`src/logic/uartLinePkg.sv`:
```
// line-side definitions for the serial peripheral
//  receiver and transmitter state enums
//  frame shape and oversampling ratio
package uartLinePkg;

	//////////////////////////////////////////////////
	// frame constants
	//////////////////////////////////////////////////
	localparam int frameDataBits = 8;	// data bits per frame, LSB first
	localparam int ticksPerBit = 16;	// 16x oversampling

	// receiver states, 2 bits
	typedef enum logic [1:0] {
		rxIdle, rxStart, rxData, rxStop
	} rxState_t;

	// transmitter states, 2 bits
	typedef enum logic [1:0] {
		txIdle, txStart, txData, txStop
	} txState_t;

endpackage

```
`src/logic/uartBusPkg.sv`:
```
// processor-side definitions for the serial peripheral
//  command set seen by the processor
//  bit positions inside the status byte
package uartBusPkg;

	//////////////////////////////////////////////////
	// commands
	//////////////////////////////////////////////////
	typedef enum logic [1:0] {
		cmdRead,	// pop rx FIFO, return head byte
		cmdWrite,	// push tx FIFO, return old status
		cmdStatus	// return status, clear rx overrun
	} uartCmd_t;

	// status byte layout, upper bits read zero
	localparam int statRxNotEmpty = 0;
	localparam int statTxFull = 1;
	localparam int statRxOverrun = 2;
	localparam int statTxIdle = 3;	// tx FIFO empty and transmitter idle

endpackage

```
`src/logic/fifoPortIf.sv`:
```
`timescale 1ns/1ps
// FIFO port bundle
//  push side, pop side and flags of one byte FIFO
//  modports for the FIFO itself, its producer and its consumer
interface fifoPortIf
	import uartLinePkg::*;
#(
	parameter int width = frameDataBits
);
	logic pushValid;	// push request from producer
	logic [width-1:0] pushData;
	logic popReq;	// pop request from consumer
	logic [width-1:0] popData;	// head entry, no latency
	logic notEmpty;
	logic full;
	logic overrun;	// sticky, set on push into a full FIFO

	modport fifo (input pushValid, pushData, popReq,
		output popData, notEmpty, full, overrun);
	modport producer (output pushValid, pushData, input full, notEmpty, overrun);
	modport consumer (output popReq, input popData, notEmpty, overrun);

endinterface

```
`src/logic/baudTick.sv`:
```
`timescale 1ns/1ps
// baudTick
//  free-running divider for the 16x oversampling tick
//  one-cycle pulse every clksPerTick clocks
module baudTick
#(
	parameter int clksPerTick = 54
)
(
	input  logic clk,
	input  logic reset,
	output logic sTick
);
	// counter width, at least one bit
	localparam int cntW = (clksPerTick > 1) ? $clog2(clksPerTick) : 1;
	localparam logic [cntW-1:0] lastCnt = cntW'(clksPerTick - 1);

	logic [cntW-1:0] cntReg;

	always_ff @(posedge clk or posedge reset)
	begin
		if (reset)
			cntReg <= '0;
		else if (cntReg == lastCnt)
			cntReg <= '0;	// wrap
		else
			cntReg <= cntReg + 1'b1;
	end

	assign sTick = (cntReg == lastCnt);	// pulse on the wrap

endmodule

```
`src/logic/uartRec.sv`:
```
`timescale 1ns/1ps
// uartRec
//  16x oversampling receiver for 8N1 frames
//  start bit checked at its middle, data sampled mid-bit, LSB first
//  completed byte pushed into the receive FIFO
module uartRec
	import uartLinePkg::*;
#(
	parameter int stopTicks = 16
)
(
	input  logic clk,
	input  logic reset,
	input  logic sTick,
	input  logic rx,
	fifoPortIf.producer rxFifo
);
	localparam int maxTicks = (stopTicks > ticksPerBit) ? stopTicks : ticksPerBit;
	localparam int sW = $clog2(maxTicks);
	localparam int nW = $clog2(frameDataBits);

	rxState_t stateReg, stateNext;
	logic [sW-1:0] sReg, sNext;	// tick counter within a bit
	logic [nW-1:0] nReg, nNext;	// data bit index
	logic [frameDataBits-1:0] bReg, bNext;	// shift register
	logic rxMeta, rxSync;	// two-flop synchronizer
	logic rxDoneTick;

	always_ff @(posedge clk or posedge reset)
	begin
		if (reset)
		begin
			rxMeta <= 1'b1;	// line idles high
			rxSync <= 1'b1;
			stateReg <= rxIdle;
			sReg <= '0;
			nReg <= '0;
		end
		else
		begin
			rxMeta <= rx;
			rxSync <= rxMeta;
			stateReg <= stateNext;
			sReg <= sNext;
			nReg <= nNext;
		end
	end

	always_ff @(posedge clk)
		bReg <= bNext;

	//////////////////////////////////////////////////
	// next state
	//////////////////////////////////////////////////
	always_comb
	begin
		stateNext = stateReg;
		sNext = sReg;
		nNext = nReg;
		bNext = bReg;
		rxDoneTick = 1'b0;
		case (stateReg)
			rxIdle:
				if (!rxSync)	// falling edge
				begin
					stateNext = rxStart;
					sNext = '0;
				end
			rxStart:
				if (sTick)
				begin
					if (sReg == sW'(ticksPerBit / 2 - 1))
					begin
						sNext = '0;
						nNext = '0;
						// high at mid start bit means a glitch
						stateNext = rxSync ? rxIdle : rxData;
					end
					else
						sNext = sReg + 1'b1;
				end
			rxData:
				if (sTick)
				begin
					if (sReg == sW'(ticksPerBit - 1))	// middle of the next bit
					begin
						sNext = '0;
						bNext = {rxSync, bReg[frameDataBits-1:1]};	// LSB first
						if (nReg == nW'(frameDataBits - 1))
							stateNext = rxStop;
						else
							nNext = nReg + 1'b1;
					end
					else
						sNext = sReg + 1'b1;
				end
			rxStop:
				if (sTick)
				begin
					if (sReg == sW'(stopTicks - 1))
					begin
						stateNext = rxIdle;
						rxDoneTick = 1'b1;	// frame complete
					end
					else
						sNext = sReg + 1'b1;
				end
			default:
				stateNext = rxIdle;
		endcase
	end

	assign rxFifo.pushValid = rxDoneTick;	// byte lands in the FIFO next cycle
	assign rxFifo.pushData = bReg;

endmodule

```
`src/logic/uartXmit.sv`:
```
`timescale 1ns/1ps
// uartXmit
//  frame transmitter fed by the transmit FIFO
//  start bit, eight data bits LSB first, stop bit
//  every bit held for a fixed number of oversampling ticks
module uartXmit
	import uartLinePkg::*;
#(
	parameter int stopTicks = 16
)
(
	input  logic clk,
	input  logic reset,
	input  logic sTick,
	fifoPortIf.consumer txFifo,
	output logic tx,
	output logic busy
);
	localparam int maxTicks = (stopTicks > ticksPerBit) ? stopTicks : ticksPerBit;
	localparam int sW = $clog2(maxTicks);
	localparam int nW = $clog2(frameDataBits);

	txState_t stateReg, stateNext;
	logic [sW-1:0] sReg, sNext;	// tick counter
	logic [nW-1:0] nReg, nNext;	// bits sent
	logic [frameDataBits-1:0] bReg, bNext;	// outgoing byte
	logic txReg, txNext;	// registered line, no glitches

	always_ff @(posedge clk or posedge reset)
	begin
		if (reset)
		begin
			stateReg <= txIdle;
			sReg <= '0;
			nReg <= '0;
			txReg <= 1'b1;	// mark state
		end
		else
		begin
			stateReg <= stateNext;
			sReg <= sNext;
			nReg <= nNext;
			txReg <= txNext;
		end
	end

	always_ff @(posedge clk)
		bReg <= bNext;

	//////////////////////////////////////////////////
	// next state
	//////////////////////////////////////////////////
	always_comb
	begin
		stateNext = stateReg;
		sNext = sReg;
		nNext = nReg;
		bNext = bReg;
		txNext = 1'b1;
		txFifo.popReq = 1'b0;
		case (stateReg)
			txIdle:
				if (txFifo.notEmpty)
				begin
					txFifo.popReq = 1'b1;	// take the head byte
					bNext = txFifo.popData;
					sNext = '0;
					stateNext = txStart;
				end
			txStart:
			begin
				txNext = 1'b0;
				if (sTick)
				begin
					if (sReg == sW'(ticksPerBit - 1))
					begin
						sNext = '0;
						nNext = '0;
						stateNext = txData;
					end
					else
						sNext = sReg + 1'b1;
				end
			end
			txData:
			begin
				txNext = bReg[0];
				if (sTick)
				begin
					if (sReg == sW'(ticksPerBit - 1))
					begin
						sNext = '0;
						bNext = bReg >> 1;	// next bit to the bottom
						if (nReg == nW'(frameDataBits - 1))
							stateNext = txStop;
						else
							nNext = nReg + 1'b1;
					end
					else
						sNext = sReg + 1'b1;
				end
			end
			txStop:
				if (sTick)
				begin
					if (sReg == sW'(stopTicks - 1))
						stateNext = txIdle;
					else
						sNext = sReg + 1'b1;
				end
			default:
				stateNext = txIdle;
		endcase
	end

	assign tx = txReg;
	assign busy = (stateReg != txIdle);

endmodule

```
`src/logic/byteFifo.sv`:
```
`timescale 1ns/1ps
// byteFifo
//  synchronous circular byte buffer
//  notEmpty, full and sticky overrun flags
//  head entry visible on popData without delay
module byteFifo
	import uartLinePkg::*;
#(
	parameter int fifoDepth = 16	// power of two
)
(
	input  logic clk,
	input  logic reset,
	fifoPortIf.fifo port,
	input  logic clearOverrun
);
	localparam int aW = (fifoDepth > 1) ? $clog2(fifoDepth) : 1;

	logic [frameDataBits-1:0] mem [fifoDepth];	// storage, no reset
	logic [aW-1:0] wrPtr, rdPtr;
	logic [aW:0] count;	// one extra bit to reach fifoDepth
	logic doPush, doPop;

	assign doPush = port.pushValid && !port.full;	// dropped when full
	assign doPop = port.popReq && port.notEmpty;	// empty pop ignored

	always_ff @(posedge clk or posedge reset)
	begin
		if (reset)
		begin
			wrPtr <= '0;
			rdPtr <= '0;
			count <= '0;
			port.overrun <= 1'b0;
		end
		else
		begin
			if (doPush)
				wrPtr <= wrPtr + 1'b1;	// wraps at power of two
			if (doPop)
				rdPtr <= rdPtr + 1'b1;
			count <= count + (aW+1)'(doPush) - (aW+1)'(doPop);
			if (port.pushValid && port.full)
				port.overrun <= 1'b1;	// set wins over clear
			else if (clearOverrun)
				port.overrun <= 1'b0;
		end
	end

	always_ff @(posedge clk)
		if (doPush)
			mem[wrPtr] <= port.pushData;

	assign port.popData = mem[rdPtr];
	assign port.notEmpty = (count != '0);
	assign port.full = (count == (aW+1)'(fifoDepth));

endmodule

```
`src/logic/uartCmdPort.sv`:
```
`timescale 1ns/1ps
// uartCmdPort
//  command decoder between processor and both FIFO paths
//  valid/ready command side, one registered response
//  status byte built from receive and transmit state
module uartCmdPort
	import uartBusPkg::*;
(
	input  logic clk,
	input  logic reset,
	input  logic cmdValid,
	output logic cmdReady,
	input  uartCmd_t cmd,
	input  logic [7:0] wrData,
	output logic rspValid,
	input  logic rspReady,
	output logic [7:0] rspData,
	fifoPortIf.consumer rxFifo,
	fifoPortIf.producer txFifo,
	input  logic txBusy,
	output logic clearRxOverrun
);
	logic accept;	// command handshake this cycle
	logic [7:0] statByte;
	logic [7:0] rspNext;

	assign cmdReady = !rspValid;	// nothing pending
	assign accept = cmdValid && cmdReady;

	// side effects on the FIFOs
	assign rxFifo.popReq = accept && (cmd == cmdRead);
	assign txFifo.pushValid = accept && (cmd == cmdWrite);
	assign txFifo.pushData = wrData;
	assign clearRxOverrun = accept && (cmd == cmdStatus);

	//////////////////////////////////////////////////
	// status byte and response select
	//////////////////////////////////////////////////
	always_comb
	begin
		statByte = '0;	// upper bits read zero
		statByte[statRxNotEmpty] = rxFifo.notEmpty;
		statByte[statTxFull] = txFifo.full;
		statByte[statRxOverrun] = rxFifo.overrun;
		statByte[statTxIdle] = !txFifo.notEmpty && !txBusy;	// line drained
		case (cmd)
			cmdRead:
				rspNext = rxFifo.notEmpty ? rxFifo.popData : 8'h00;
			cmdWrite, cmdStatus:
				rspNext = statByte;	// status before this command acts
			default:
				rspNext = 8'h00;
		endcase
	end

	always_ff @(posedge clk or posedge reset)
	begin
		if (reset)
			rspValid <= 1'b0;
		else if (accept)
			rspValid <= 1'b1;
		else if (rspReady)
			rspValid <= 1'b0;	// consumed
	end

	always_ff @(posedge clk)
		if (accept)
			rspData <= rspNext;	// held under back-pressure

endmodule

```
`src/logic/uartPeriph.sv`:
```
`timescale 1ns/1ps
// uartPeriph
//  serial-line peripheral top level
//  tick divider, receive path, transmit path and command port
module uartPeriph
	import uartBusPkg::*;
#(
	parameter int clksPerTick = 54,
	parameter int fifoDepth = 16,
	parameter int stopTicks = 16
)
(
	input  logic clk,
	input  logic reset,
	input  logic rx,
	output logic tx,
	input  logic cmdValid,
	output logic cmdReady,
	input  uartCmd_t cmd,
	input  logic [7:0] wrData,
	output logic rspValid,
	input  logic rspReady,
	output logic [7:0] rspData
);
	logic sTick;	// 16x oversampling tick
	logic txBusy;
	logic clearRxOverrun;

	fifoPortIf rxIf ();	// receiver to command port
	fifoPortIf txIf ();	// command port to transmitter

	baudTick #(.clksPerTick(clksPerTick)) tickGen (.clk, .reset, .sTick);

	//////////////////////////////////////////////////
	// receive path
	//////////////////////////////////////////////////
	uartRec #(.stopTicks(stopTicks)) rec (.clk, .reset, .sTick, .rx, .rxFifo(rxIf.producer));
	byteFifo #(.fifoDepth(fifoDepth)) rxFifoU (.clk, .reset, .port(rxIf.fifo),
		.clearOverrun(clearRxOverrun));

	//////////////////////////////////////////////////
	// transmit path
	//////////////////////////////////////////////////
	byteFifo #(.fifoDepth(fifoDepth)) txFifoU (.clk, .reset, .port(txIf.fifo),
		.clearOverrun(1'b0));	// tx overrun stays sticky
	uartXmit #(.stopTicks(stopTicks)) xmit (.clk, .reset, .sTick, .txFifo(txIf.consumer),
		.tx, .busy(txBusy));

	uartCmdPort cmdPort (.clk, .reset, .cmdValid, .cmdReady, .cmd, .wrData, .rspValid,
		.rspReady, .rspData, .rxFifo(rxIf.consumer), .txFifo(txIf.producer), .txBusy,
		.clearRxOverrun);

endmodule

```
`config.mk`:
```
export PLATFORM = sky130hd
export DESIGN_NAME = uartPeriph
export DESIGN_NICKNAME = d
export VERILOG_FILES = /design/src/logic/uartLinePkg.sv /design/src/logic/uartBusPkg.sv /design/src/logic/fifoPortIf.sv /design/src/logic/baudTick.sv /design/src/logic/uartRec.sv /design/src/logic/uartXmit.sv /design/src/logic/byteFifo.sv /design/src/logic/uartCmdPort.sv /design/src/logic/uartPeriph.sv
export SDC_FILE = /design/constraint.sdc
export NUM_CORES = 1
export LEC_CHECK = 0
export BUFFER_PORTS_ARGS = -buffer_cell sky130_fd_sc_hd__clkbuf_2
export CAP_MARGIN = 30
export CORE_ASPECT_RATIO = 0.6
export CORE_MARGIN = 2
export CORE_UTILIZATION = 55
export CTS_CLUSTER_SIZE = 10
export DETAILED_ROUTE_END_ITERATION = 6
export MAX_ROUTING_LAYER = met4
export PLACE_DENSITY = 0.7
export SETUP_SLACK_MARGIN = 0.02
export SLEW_MARGIN = 20
export SYNTH_ARGS = -nofsm -noshare
export SYNTH_HDL_FRONTEND = slang
export SYNTH_SLANG_ARGS = --single-unit
```
`constraint.sdc`:
```
create_clock -name clk -period 4.48 [get_ports clk]
set_clock_uncertainty 0.1 [all_clocks]
set_input_delay 0.448 -clock clk [delete_from_list [all_inputs] [get_ports clk]]
set_output_delay 0.448 -clock clk [all_outputs]
set_load 0.01 [all_outputs]
```
---- Yosys cells after proc, flatten, opt, wreduce, memory -nomap -nowiden ----
Memories as Yosys holds them, arrays and structs flattened.
Cells that the tools add are included.
operators by class
  mux-type cells .......................... 66
  reductions and logical operators ........ 36
  equality and inequality tests ........... 37
  add/subtract/negate cells ............... 13
operators with widths
  cell                                            count
  2-to-1 mux 4 bit                                12
  2-to-1 mux 2 bit                                17
  2-to-1 mux 8 bit                                4
  case mux 8 bit (2 select lines)                 2
  2-to-1 mux 3 bit                                10
  != test 2 x 1 -> 1 bit (second input constant)  13
  adder 4 x 1 -> 4 bit (second input constant)    6
  != test 2 bit (second input constant)           8
  case mux 2 bit (4 select lines)                 2
  case mux 4 bit (4 select lines)                 1
  AND reduction 8 bit                             2
  2-to-1 mux 1 bit                                13
  case mux 3 bit (2 select lines)                 2
  case mux 4 bit (3 select lines)                 1
  AND reduction 6 bit                             2
  nonzero test 2 bit                              6
  adder 5 x 1 -> 5 bit                            2
  == test 2 bit (second input constant)           5
  == test 5 bit (second input constant)           2
  logical AND 1 bit                               10
  nonzero test 5 bit                              2
  subtractor 5 x 1 -> 5 bit                       2
  == test 4 bit (second input constant)           2
  AND reduction 4 bit                             2
  13 further kinds                                24
word-level totals
  flip-flop bits (word level) ............. 79
  bits in writable memories ............... 256
  input port bits ......................... 15
  memories kept ........................... 2
memory list
  name         depth  bits a word  read ports  clocked after memory_dff  write ports  RTL line        RTL
  rxFifoU.mem  16     8            1           0                         1            byteFifo.sv:19  logic [frameDataBits-1:0] mem [fifoDepth];
  txFifoU.mem  16     8            1           0                         1            byteFifo.sv:19

---- Depth between registers and ports, before layout ----
Gate-level depths: netlist of run 1.
  word-level depth ........................ 7
  gate-level depth with buffers ........... 14
  gate-level depth less buffers ........... 13

---- Modules after synthesis ----
Synthesis of run 1 repeated with hierarchy kept, for this count alone.
unflattened totals
  cell total of the unflattened synthesis .. 879
  area total of the unflattened synthesis .. 14305.0 sq um
by module, submodules not included
  module       times used  area each (sq um)  cells an instance  sequential area each (sq um)
  byteFifo     2           5798.1             326                4194.0
  uartXmit     1           984.7              80                 491.7
  uartRec      1           905.9              74                 518.0
  uartCmdPort  1           525.5              45                 265.3
  baudTick     1           289.0              27                 150.1
  uartPeriph   1           3.8                1                  0.0

---- Least setup slack after synthesis of run 1 ----
No wires, ideal clock.
  kind .................................... register to register
  start ................................... reg rxFifoU.count[3]
  end ..................................... reg rxFifoU.count[4]
  slack ................................... 1609 ps
  stages on the path, launching flop included .. 14
  setup time .............................. 123 ps
  clock period less this slack ............ 2871 ps
  data required time ...................... 4257 ps
  arrival time ............................ 2648 ps
  buffers on the path ..................... 1
  path through ............................ dfrtp_1 > inv_1 > ha_1 > or4b_1 > and3_1 > buf_2 > ha_1 > inv_1 > ha_1 > fa_1 > a21oi_1 > nor2_1 > nor2_1 > xnor2_1
between the ends
  elaborated cells on any way between the ends .. 7
  those cells by class .................... add/sub: 2; eq/ne: 1; reduce/logical: 4
RTL lines
  item                       RTL line        RTL
  start: declaration         byteFifo.sv:21  logic [aW:0] count;
  start signal: assignment   byteFifo.sv:42  count <= count + (aW+1)'(doPush) - (aW+1)'(doPop);
  nonzero test 5 bit         byteFifo.sv:55  assign port.notEmpty = (count != '0);
  logical AND 1 bit          byteFifo.sv:25  assign doPop = port.popReq && port.notEmpty;
  named net rxFifoU.doPop    byteFifo.sv:22  logic doPush, doPop;
  subtractor 5 x 1 -> 5 bit  byteFifo.sv:42
The timed path passes the listed nets, and every way through them passes these cells.
A chain may end at the register's enable or synchronous reset.

---- Final worst setup path of run 1 ----
  start ................................... reg rxFifoU.count[3]
  end ..................................... reg rxFifoU.count[4]
between the ends
  word-level cells in the longest chain between the ends .. 5
  elaborated cells on any way between the ends .. 7
  those cells by class .................... add/sub: 2; eq/ne: 1; reduce/logical: 4
ends and longest elaborated chain
  item                         RTL line        RTL
  == test 5 bit                byteFifo.sv:56  assign port.full = (count == (aW+1)'(fifoDepth));
  logical NOT 1 bit            byteFifo.sv:24  assign doPush = port.pushValid && !port.full;
  logical AND 1 bit            byteFifo.sv:24
  adder 5 x 1 -> 5 bit         byteFifo.sv:42
  subtractor 5 x 1 -> 5 bit *  byteFifo.sv:42
Mark *: on every way between the ends. The rest lies on a longest branch, timed or not.

==> metrics, run 1 <==
status=finished clean; Yosys cell types=61; antenna violations before repair=0; Worst setup EP type=flip-flop; Finished Cell Area=15600 um^2; setup bufs post-CTS=0; die footprint=26700 um^2; Final period util=0.694; CP Data Required Time=4820 ps; Clock Path Buffers=3; power density over the cells=486 nW/um^2; # port buffers=25; fraction of layout cells with a size suffix above 1=0.202; Multi-input gate area=3870 um^2; height of the die=127 um; Avg WL per Cell=23.7 um; DP Area=14500 um^2; mapped cell area=14000 um^2; Pre-antenna DRT Iters=5; Core Region=25100 um^2; critical path arrival=3450 ps; FF-to-FF End=rxFifoU.count[4]; row cnt=45; die width=210 um; number of synthesized flops with an enable pin=280; DR vias/cell=6.18; Place WS=1370 ps; Leak=0.00542 uW; Least-Margin Pin Slew=1000 ps; Max IR drop VDD=0.000305 V; Worst-Skew Late Latency=520 ps; Post-Syn Nets=838; FF-to-FF path depth=12; vias=7380; Hold Path Class=in2async; WS Path Type=reg2reg; Mean Syn Cell Area=17.9 um^2; uppermost layer routed=met4; final worst slack=1370 ps; post-route ant nets=0; DP HPWL=19.1 mm; Starting Density=0.556; Post-synth ARST share=0.164; worst hold slack=19.5 ps; num ports=26; Area growth syn-to-layout=12.0%; CP max FO=5; final WL=28.4 mm; initial DRC count=921; Gate Count Post-Synth=782; TritonCTS Buffers=39; first-pass GRT wire length=44.7 mm; min Tclk post-route=3110 ps; max cap viols=0; Startpoint Class=flip-flop; DR WL met2=11.6 mm; H-tree Lvls=2; Top FF cell, synth=edfxtp_1; vias in the first global route=7498; fill cell instance count of the final layout=1728; total power=7600 uW; Worst R2R Start=rxFifoU.count[3]; Fmax achieved=322 MHz; clock sinks=335; yosys warns=0; Pins Over Slew Limit=0; relative slew slack=0.329; FF+latch area=9790 um^2; setup violators final=0; setup slack, reg-to-reg=1370 ps; DRC Markers=0; Ant. Diodes=0; post-synthesis sequential area ratio=0.701; metal3 WL=2.66 mm; M1 wire length=13.7 mm; Clock transition at path regs=50 ps; GPL Wtd Cong=0.833; Layout Nets=891; CTS tree=yes; CTS root buffer=clkbuf_16; unrepaired setup endpoints after global routing=false; Total GRT Usage=0.231; Final Hold Viols=0; largest net degree at the start of global routing=56; FF+latch count, synth=335; Fin Setup TNS=0 ps; gr ovfl total=0
## through the flow
stage | cells | util
final | 1195 | 0.623
after global routing | 1195 | 0.623
after CTS | 1195 | 0.622
after detailed placement | 1121 | 0.577
after global placement | 1119 | 0.577
after floorplan | 782 | -
## where the power goes
part           switching, uW  total (uW)  internal, uW
clock                   1160        2800          1640
sequential               219        3700          3480
combinational            528        1100           569
## layer usage
layer	up-vias	GRT usage
met1	3804	0.369
met4	0	0.0534
met5	-	-
li1	3188	-
met2	341	0.300
met3	47	0.0556
## cells by family after synthesis
logic type                 Yosys count  share of synthesized area
AOI/OAI and AO/OA                   74                     0.0379
xor gates and xnor gates            23                     0.0144
adders and majority gates           41                     0.0378
buffers and inverters               78                     0.0240
DFF                                335                      0.701
muxes                               98                      0.130
and+or+nand+nor                    133                     0.0545
## cell usage in the layout (no fill, tap or decap), drive strengths merged, types with 5 or more instances in the layout
| cell type | Yosys | final |
|---|---|---|
| nand3 | 19 | 19 |
| a22o | 6 | 6 |
| clkbuf | 9 | 93 |
| nand4 | 5 | 5 |
| o21ai | 11 | 11 |
| edfxtp | 280 | 280 |
| ha | 39 | 39 |
| nor3b | 5 | 5 |
| mux2 | 6 | 6 |
| nand2 | 18 | 18 |
| and2 | 11 | 11 |
| xnor2 | 15 | 15 |
| buf | 24 | 18 |
| dfrtp | 52 | 52 |
| a31oi | 5 | 5 |
| a221oi | 7 | 7 |
| nor3 | 10 | 10 |
| xor2 | 8 | 8 |
| a21oi | 6 | 6 |
| and3 | 7 | 7 |
| mux2i | 27 | 27 |
| nor4b | 6 | 6 |
| nor2b | 6 | 6 |
| mux4 | 65 | 65 |
| nor2 | 25 | 25 |
| o22ai | 11 | 11 |
| inv | 44 | 47 |
## final cells by class
| cell class | count | share of cell area |
|---|---|---|
| Timing Repair Buffer | 45 | 0.0176 |
| Inverter | 45 | 0.0108 |
| Clock buffer | 68 | 0.0694 |
| Clock inverter | 4 | 0.00216 |
| Multi-Input combinational cell | 369 | 0.248 |
| Sequential cell | 335 | 0.626 |
| Tap cell | 329 | 0.0263 |
## worst max-delay path by stage
| stage | from | endpoint | depth (start not counted) |
|---|---|---|---|
| 2_1_floorplan | rxFifoU.count[3] | rxFifoU.count[4] | 13 |
| 3_3_place_gp | tickGen.cntReg[1] | rxFifoU.mem[3][2] | 6 |
| 3_5_place_dp | tickGen.cntReg[1] | rxFifoU.mem[2][4] | 6 |
| 4_1_cts | tickGen.cntReg[1] | rxFifoU.mem[2][5] | 6 |
| 5_1_grt | txFifoU.count[3] | txFifoU.count[4] | 13 |
| 6_report | rxFifoU.count[3] | rxFifoU.count[4] | 12 |
## sequential cells by signal (all words and copies together) (netlist names), 5 cells and up, named ones only
register	flops
txFifoU.count	5
rec.rxFifo.pushData	8
rxFifoU.mem	128
xmit.bReg	8
cmdPort.rspData	8
tickGen.cntReg	6
txFifoU.mem	128
rxFifoU.count	5
## cells in the mapped netlist (6+ instances only)
| library cell | n | area share |
|---|---|---|
| a21oi_1 | 6 | 0.0022 |
| a221oi_1 | 7 | 0.0044 |
| a22o_1 | 6 | 0.0038 |
| and2_1 | 11 | 0.0049 |
| and3_1 | 7 | 0.0031 |
| buf_1 | 6 | 0.0016 |
| buf_2 | 13 | 0.0047 |
| clkbuf_1 | 9 | 0.0024 |
| dfrtp_1 | 52 | 0.093 |
| edfxtp_1 | 280 | 0.60 |
| ha_1 | 39 | 0.035 |
| inv_1 | 44 | 0.012 |
| mux2i_1 | 27 | 0.019 |
| mux4_2 | 62 | 0.10 |
| nand2_1 | 18 | 0.0048 |
| nand3_1 | 19 | 0.0068 |
| nor2_1 | 25 | 0.0067 |
| nor3_1 | 10 | 0.0036 |
| nor4b_1 | 6 | 0.0038 |
| o21ai_0 | 10 | 0.0036 |
| o22ai_1 | 11 | 0.0049 |
| xnor2_1 | 15 | 0.0094 |
| xor2_1 | 8 | 0.0050 |
## worst max-delay path: stages (launching register included)
cell	delay (ps)
dfrtp_1	400
inv_1	90
ha_1	210
or4b_1	490
and3_1	280
ha_1	300
inv_1	40
ha_1	210
fa_1	410
a21oi_1	180
nor2_1	80
nor2_1	110
xnor2_1	120
## what timing repair did
item                       in CTS  in global routing
hold endpoints to repair        2                  0
resized for setup               0                  0
hold buffers                    2                  0
setup endpoints to repair       0                  0
(Power assumes the default switching activity.)
==> inputs of run 2 (changes only) <==
PLACE_DENSITY = 0.73   (was 0.7)
clock period = 2.8 ns   (was 4.48 ns; I/O delays follow)
==> metrics, run 2 (synthesized netlist as in run 1, its figures left out) <==
row cnt=45 (unchanged); worst hold path startpoint=wrData[7]; Crit. Startpoint=rxFifoU.count[2] (was rxFifoU.count[3]); initial DRC count=774 (was 921); first-pass GRT wire length=45.3 mm (was 44.7 mm); die width=210 um (unchanged); clock sinks=335 (unchanged); FF-to-FF path depth=12 (unchanged); FF-to-FF End=rxFifoU.count[4] (unchanged); gr ovfl total=0 (unchanged); Leak=0.00565 uW (was 0.00542 uW); DR vias/cell=6.07 (was 6.18); Ant. Diodes=0 (unchanged); final WL=29.5 mm (was 28.4 mm); # port buffers=25 (unchanged); clock share of power=0.370 (was 0.369); hold path depth=1; vias=7495 (was 7380); GPL Wtd Cong=0.845 (was 0.833); min Tclk post-route=2770 ps (was 3110 ps); Seq pwr share=0.470 (was 0.487); CP max FO=3 (was 5); post-route ant nets=0 (unchanged); DRC Markers=0 (unchanged); Layout Nets=932 (was 891); Worst-Skew Late Latency=510 ps (was 520 ps); Fmax achieved=361 MHz (was 322 MHz); total power=12400 uW (was 7600 uW); Starting Density=0.556 (unchanged); most common cell after layout, fill and taps aside=edfxtp_1 (unchanged); Worst Hold Endpoint=txFifoU.mem[3][7]; biggest regs=rxFifoU.mem: 128 flops, txFifoU.mem: 128 flops (unchanged); DP HPWL=19.8 mm (was 19.1 mm); Avg WL per Cell=23.9 um (was 23.7 um); Worst setup EP type=flip-flop (unchanged); Hold Path Class=in2reg (was in2async); NetSw=3060 uW (was 1910 uW); Core Region=25100 um^2 (unchanged); Pins Over Slew Limit=0 (unchanged); CP Data Required Time=3130 ps (was 4820 ps); CTS root buffer=clkbuf_16 (unchanged); Max IR drop VDD=0.000373 V (was 0.000305 V); TritonCTS Buffers=39 (unchanged); antenna violations before repair=0 (unchanged); unrepaired setup endpoints after global routing=true (was false); Area growth syn-to-layout=15.1% (was 12.0%); Pre-antenna DRT Iters=7 (was 5); num ports=26 (unchanged); power density over the cells=773 nW/um^2 (was 486 nW/um^2); most frequent cells in the layout=edfxtp_1 (280), mux4_2 (62), buf_4 (56) (was edfxtp_1 (280), mux4_2 (62), dfrtp_1 (50)); critical path arrival=3090 ps (was 3450 ps); max cap viols=0 (unchanged); Worst R2R Start=rxFifoU.count[2] (was rxFifoU.count[3]); fraction of layout cells with a size suffix above 1=0.247 (was 0.202); Clock Path Buffers=3 (unchanged); setup violators final=0 (unchanged); Final period util=0.988 (was 0.694); Fin Setup TNS=0 ps (unchanged); Gate power share=0.160 (was 0.144); vias in the first global route=7520 (was 7498); CTS tree=yes (unchanged); height of the die=127 um (unchanged); largest net degree at the start of global routing=32 (was 56); Total GRT Usage=0.236 (was 0.231); die footprint=26700 um^2 (unchanged); H-tree Lvls=2 (unchanged); setup slack, reg-to-reg=30 ps (was 1370 ps); Clock transition at path regs=60 ps (was 50 ps); status=finished clean (unchanged); Least-Margin Pin Slew=675 ps (was 1000 ps); Final Hold Viols=0 (unchanged); relative slew slack=0.550 (was 0.329); WS Path Type=reg2reg (unchanged); Startpoint Class=flip-flop (unchanged); Int Pwr=9350 uW (was 5690 uW); switch share=0.247 (was 0.251)
[run 2: cell types whose count changed in the layout (fill, tap and decap cells not counted), sizes merged]
cell         before  now
buf              18   58
clkinvlp          1    0
dlygate4sd3       2    3
inv              47   44
clkbuf           93   96
[run 2: metrics by stage]
stage	hold WS, ps	setup slack (ps)	cells	util	area (um^2)
after detailed placement	212	-48.1	1156	0.590	14800
after global placement	194	46.4	1156	0.590	14800
final	83.9	32.6	1235	0.640	16100
after global routing	95.8	-68.0	1235	0.640	16100
after floorplan	184	29.8	782	-	14000
after CTS	55.5	33.6	1231	0.637	16000
[run 2: worst max-delay path by stage]
stage,endpoint,slack [ps],cells after the start
after floorplan,txFifoU.mem[0][0],30,3
after global placement,rxFifoU.count[4],50,12
after detailed placement,rxFifoU.count[4],-50,12
after CTS,rxFifoU.count[4],30,12
after global routing,rxFifoU.count[4],-70,12
final,rxFifoU.count[4],30,12
[run 2: power groups by stage]
| stage | clock (uW) | combinational [uW] | sequential, uW |
|---|---|---|---|
| after floorplan | 0 | 1490 | 5780 |
| after global placement | 0 | 1800 | 5890 |
| after detailed placement | 0 | 1880 | 5920 |
| after CTS | 4670 | 1910 | 5820 |
| after global routing | 4870 | 2150 | 5860 |
| final | 4590 | 1990 | 5830 |
[run 2: area by class of cell]
class                   instances  area (um^2)
well taps                     329          412
clock buffers                  71         1150
repair buffers                 86          616
inverters                      45          169
flip-flops and latches        335         9790
multi-input cells             369         3930
fillers                      1677         9050
[run 2: routing by layer]
layer / routed length [um] / GRT usage / vias up
met2: 13100 / 0.335 / 305
met4: 431 / 0.0509 / 0
met5: 0 / - / -
met1: 13400 / 0.359 / 3878
li1: - / - / 3271
met3: 2610 / 0.0462 / 41
[run 2: critical path: stages, from the launching register on]
cell and delay (ps):
dfrtp_1 390, inv_2 90, ha_4 130, or4b_4 480
and3_4 190, ha_4 270, inv_2 40, ha_4 160
fa_2 370, a21oi_2 120, nor2_1 60, nor2_1 150
xnor2_1 140
[run 2: timing repair]
action / CTS / global route
buffers inserted: 1 / 4
endpoints found under the setup margin: 2 / 19
endpoints found under the hold margin: 20 / 0
hold buffers: 3 / 0
gates resized for setup: 3 / 6
pin swaps: 4 / 7
==> inputs of run 3 (changes only) <==
GPL_ROUTABILITY_DRIVEN = 0   (was unset)
PLACE_DENSITY = 0.7   (was 0.73)
clock period = 3.1 ns   (was 2.8 ns; I/O delays follow)
==> metrics, run 3 (synthesized netlist as in run 1, its figures left out) <==
status=finished clean (unchanged); Starting Density=0.556 (unchanged); first-pass GRT wire length=46.3 mm (was 45.3 mm); max cap viols=0 (unchanged); fraction of layout cells with a size suffix above 1=0.220 (was 0.247); Clock Path Buffers=3 (unchanged); Final Hold Viols=0 (unchanged); TritonCTS Buffers=39 (unchanged); most frequent cells in the layout=edfxtp_1 (280), mux4_2 (62), dfrtp_1 (50) (was edfxtp_1 (280), mux4_2 (62), buf_4 (56)); relative slew slack=0.520 (was 0.550); most common cell after layout, fill and taps aside=edfxtp_1 (unchanged); Worst-Skew Late Latency=520 ps (was 510 ps); critical path arrival=3230 ps (was 3090 ps); Max IR drop VDD=0.000373 V (about the same); Pins Over Slew Limit=0 (unchanged); WS Path Type=reg2reg (unchanged); DP Area=14700 um^2 (was 14800 um^2); CTS tree=yes (unchanged); clock sinks=335 (unchanged); CP Depth=12 (unchanged); vias in the first global route=7777 (was 7520); Ant. Diodes=0 (unchanged); FF-to-FF path depth=12 (unchanged); H-tree Lvls=2 (unchanged); final worst slack=193 ps (was 32.6 ps); Avg WL per Cell=24.4 um (was 23.9 um); die footprint=26700 um^2 (unchanged); Place WS=178 ps (was -48.1 ps); CP Data Required Time=3430 ps (was 3130 ps); power density over the cells=699 nW/um^2 (was 773 nW/um^2); Least-Margin Pin Slew=720 ps (was 675 ps); Startpoint Class=flip-flop (unchanged); largest net degree at the start of global routing=36 (was 32); CTS root buffer=clkbuf_16 (unchanged); min Tclk post-route=2910 ps (was 2770 ps); CP max stage delay=500 ps (was 480 ps); Layout Nets=914 (was 932); vias=7572 (was 7495); Final period util=0.938 (was 0.988); die width=210 um (unchanged); DP HPWL=20.0 mm (was 19.8 mm); num ports=26 (unchanged); worst hold path startpoint=wrData[5] (was wrData[7]); Area growth syn-to-layout=13.7% (was 15.1%); height of the die=127 um (unchanged); initial DRC count=854 (was 774); DR vias/cell=6.22 (was 6.07); Crit. Startpoint=rxFifoU.count[3] (was rxFifoU.count[2]); final design utilization=0.632 (was 0.640); final WL=29.7 mm (was 29.5 mm); Buf/Inv on CP=2 (unchanged); CP max FO=4 (was 3); Fin Setup TNS=0 ps (unchanged); setup bufs post-CTS=0 (was 1); Leak=0.00556 uW (was 0.00565 uW); unrepaired setup endpoints after global routing=false (was true); hold path depth=1 (unchanged); CP delay by family, top=adder cells (unchanged); Pre-antenna DRT Iters=5 (was 7); Clock transition at path regs=50 ps (was 60 ps); Total GRT Usage=0.240 (was 0.236); worst hold slack=133 ps (was 83.9 ps); row cnt=45 (unchanged); antenna violations before repair=0 (unchanged); Worst R2R Start=rxFifoU.count[3] (was rxFifoU.count[2]); Fmax achieved=344 MHz (was 361 MHz); Core Region=25100 um^2 (unchanged); biggest regs=rxFifoU.mem: 128 flops, txFifoU.mem: 128 flops (unchanged); CP max-delay cell=or4b_4 (unchanged); setup violators final=0 (unchanged); DRC Markers=0 (unchanged); Worst setup EP type=flip-flop (unchanged); gr ovfl total=0 (unchanged); # port buffers=25 (unchanged); CP Cell Sequence=inv_1 > ha_1 > or4b_4 > and3_1 > ha_1 > inv_1 > ha_1 > fa_1 > a21oi_1 > nor2_1 > nor2_1 > xnor2_1 (was inv_2 > ha_4 > or4b_4 > and3_4 > ha_4 > inv_2 > ha_4 > fa_2 > a21oi_2 > nor2_1 > nor2_1 > xnor2_1); CP most frequent cell=ha_1 (was ha_4); post-route ant nets=0 (unchanged); Hold Path Class=in2reg (unchanged); Finished Cell Area=15900 um^2 (was 16100 um^2)
run 3: cell count changes in the layout (fill, tap and decap cells not counted), sizes merged:
cell | before | now
buf | 58 | 40
clkbuf | 96 | 95
clkinv | 1 | 2
run 3: path summary, 6_finish.rpt:
path	slack (ps)	end
setup / recovery	190	rxFifoU.count[4]
hold / removal	130	txFifoU.mem[14][5]
setup reg to reg	190	rxFifoU.count[4]
hold reg to reg	260	rec.rxSync
max in group asynchronous	2090	rec.rxSync
min in group asynchronous	220	rxFifoU.count[0]
run 3: power breakdown:
group	switching [uW]	total (uW)	leakage (uW)	internal [uW]
sequential	158	5190	0.00321	5030
clock	1670	4120	0.000543	2460
combinational	922	1770	0.00181	850
run 3: worst reg2reg max path: stages (launching register included):
cell     delay (ps)
dfrtp_1         380
inv_1            90
ha_1            200
or4b_4          500
and3_1          220
ha_1            270
inv_1            40
ha_1            220
fa_1            400
a21oi_1         140
nor2_1           50
nor2_1          100
xnor2_1         130
run 3: what timing repair did:
action,CTS,global route
endpoints found under the setup margin,0,1
gates resized for setup,0,1
hold buffers,3,0
hold endpoints to repair,13,0
run 3: layer usage:
metal	track usage	wire [um]	part of all wire	vias up
met5	-	0	0	-
met4	0.0476	314	0.011	0
met3	0.0560	2780	0.094	32
met2	0.331	12900	0.44	343
met1	0.370	13700	0.46	3966
li1	-	-	-	3231
run 3: area by class of cell:
cell class	count	area [um^2]
well taps	329	412
clock inverters	1	5.00
inverters	45	169
repair buffers	68	493
multi-input cells	369	3860
clock buffers	70	1130
fillers	1688	9240
flip-flops and latches	335	9790
run 3: metrics by stage:
| stage | std cells | total power (uW) |
|---|---|---|
| 2_1_floorplan | 782 | 6540 |
| 3_3_place_gp | 1142 | 6940 |
| 3_5_place_dp | 1143 | 7040 |
| 4_1_cts | 1217 | 11200 |
| 5_1_grt | 1217 | 11500 |
| 6_report | 1217 | 11100 |
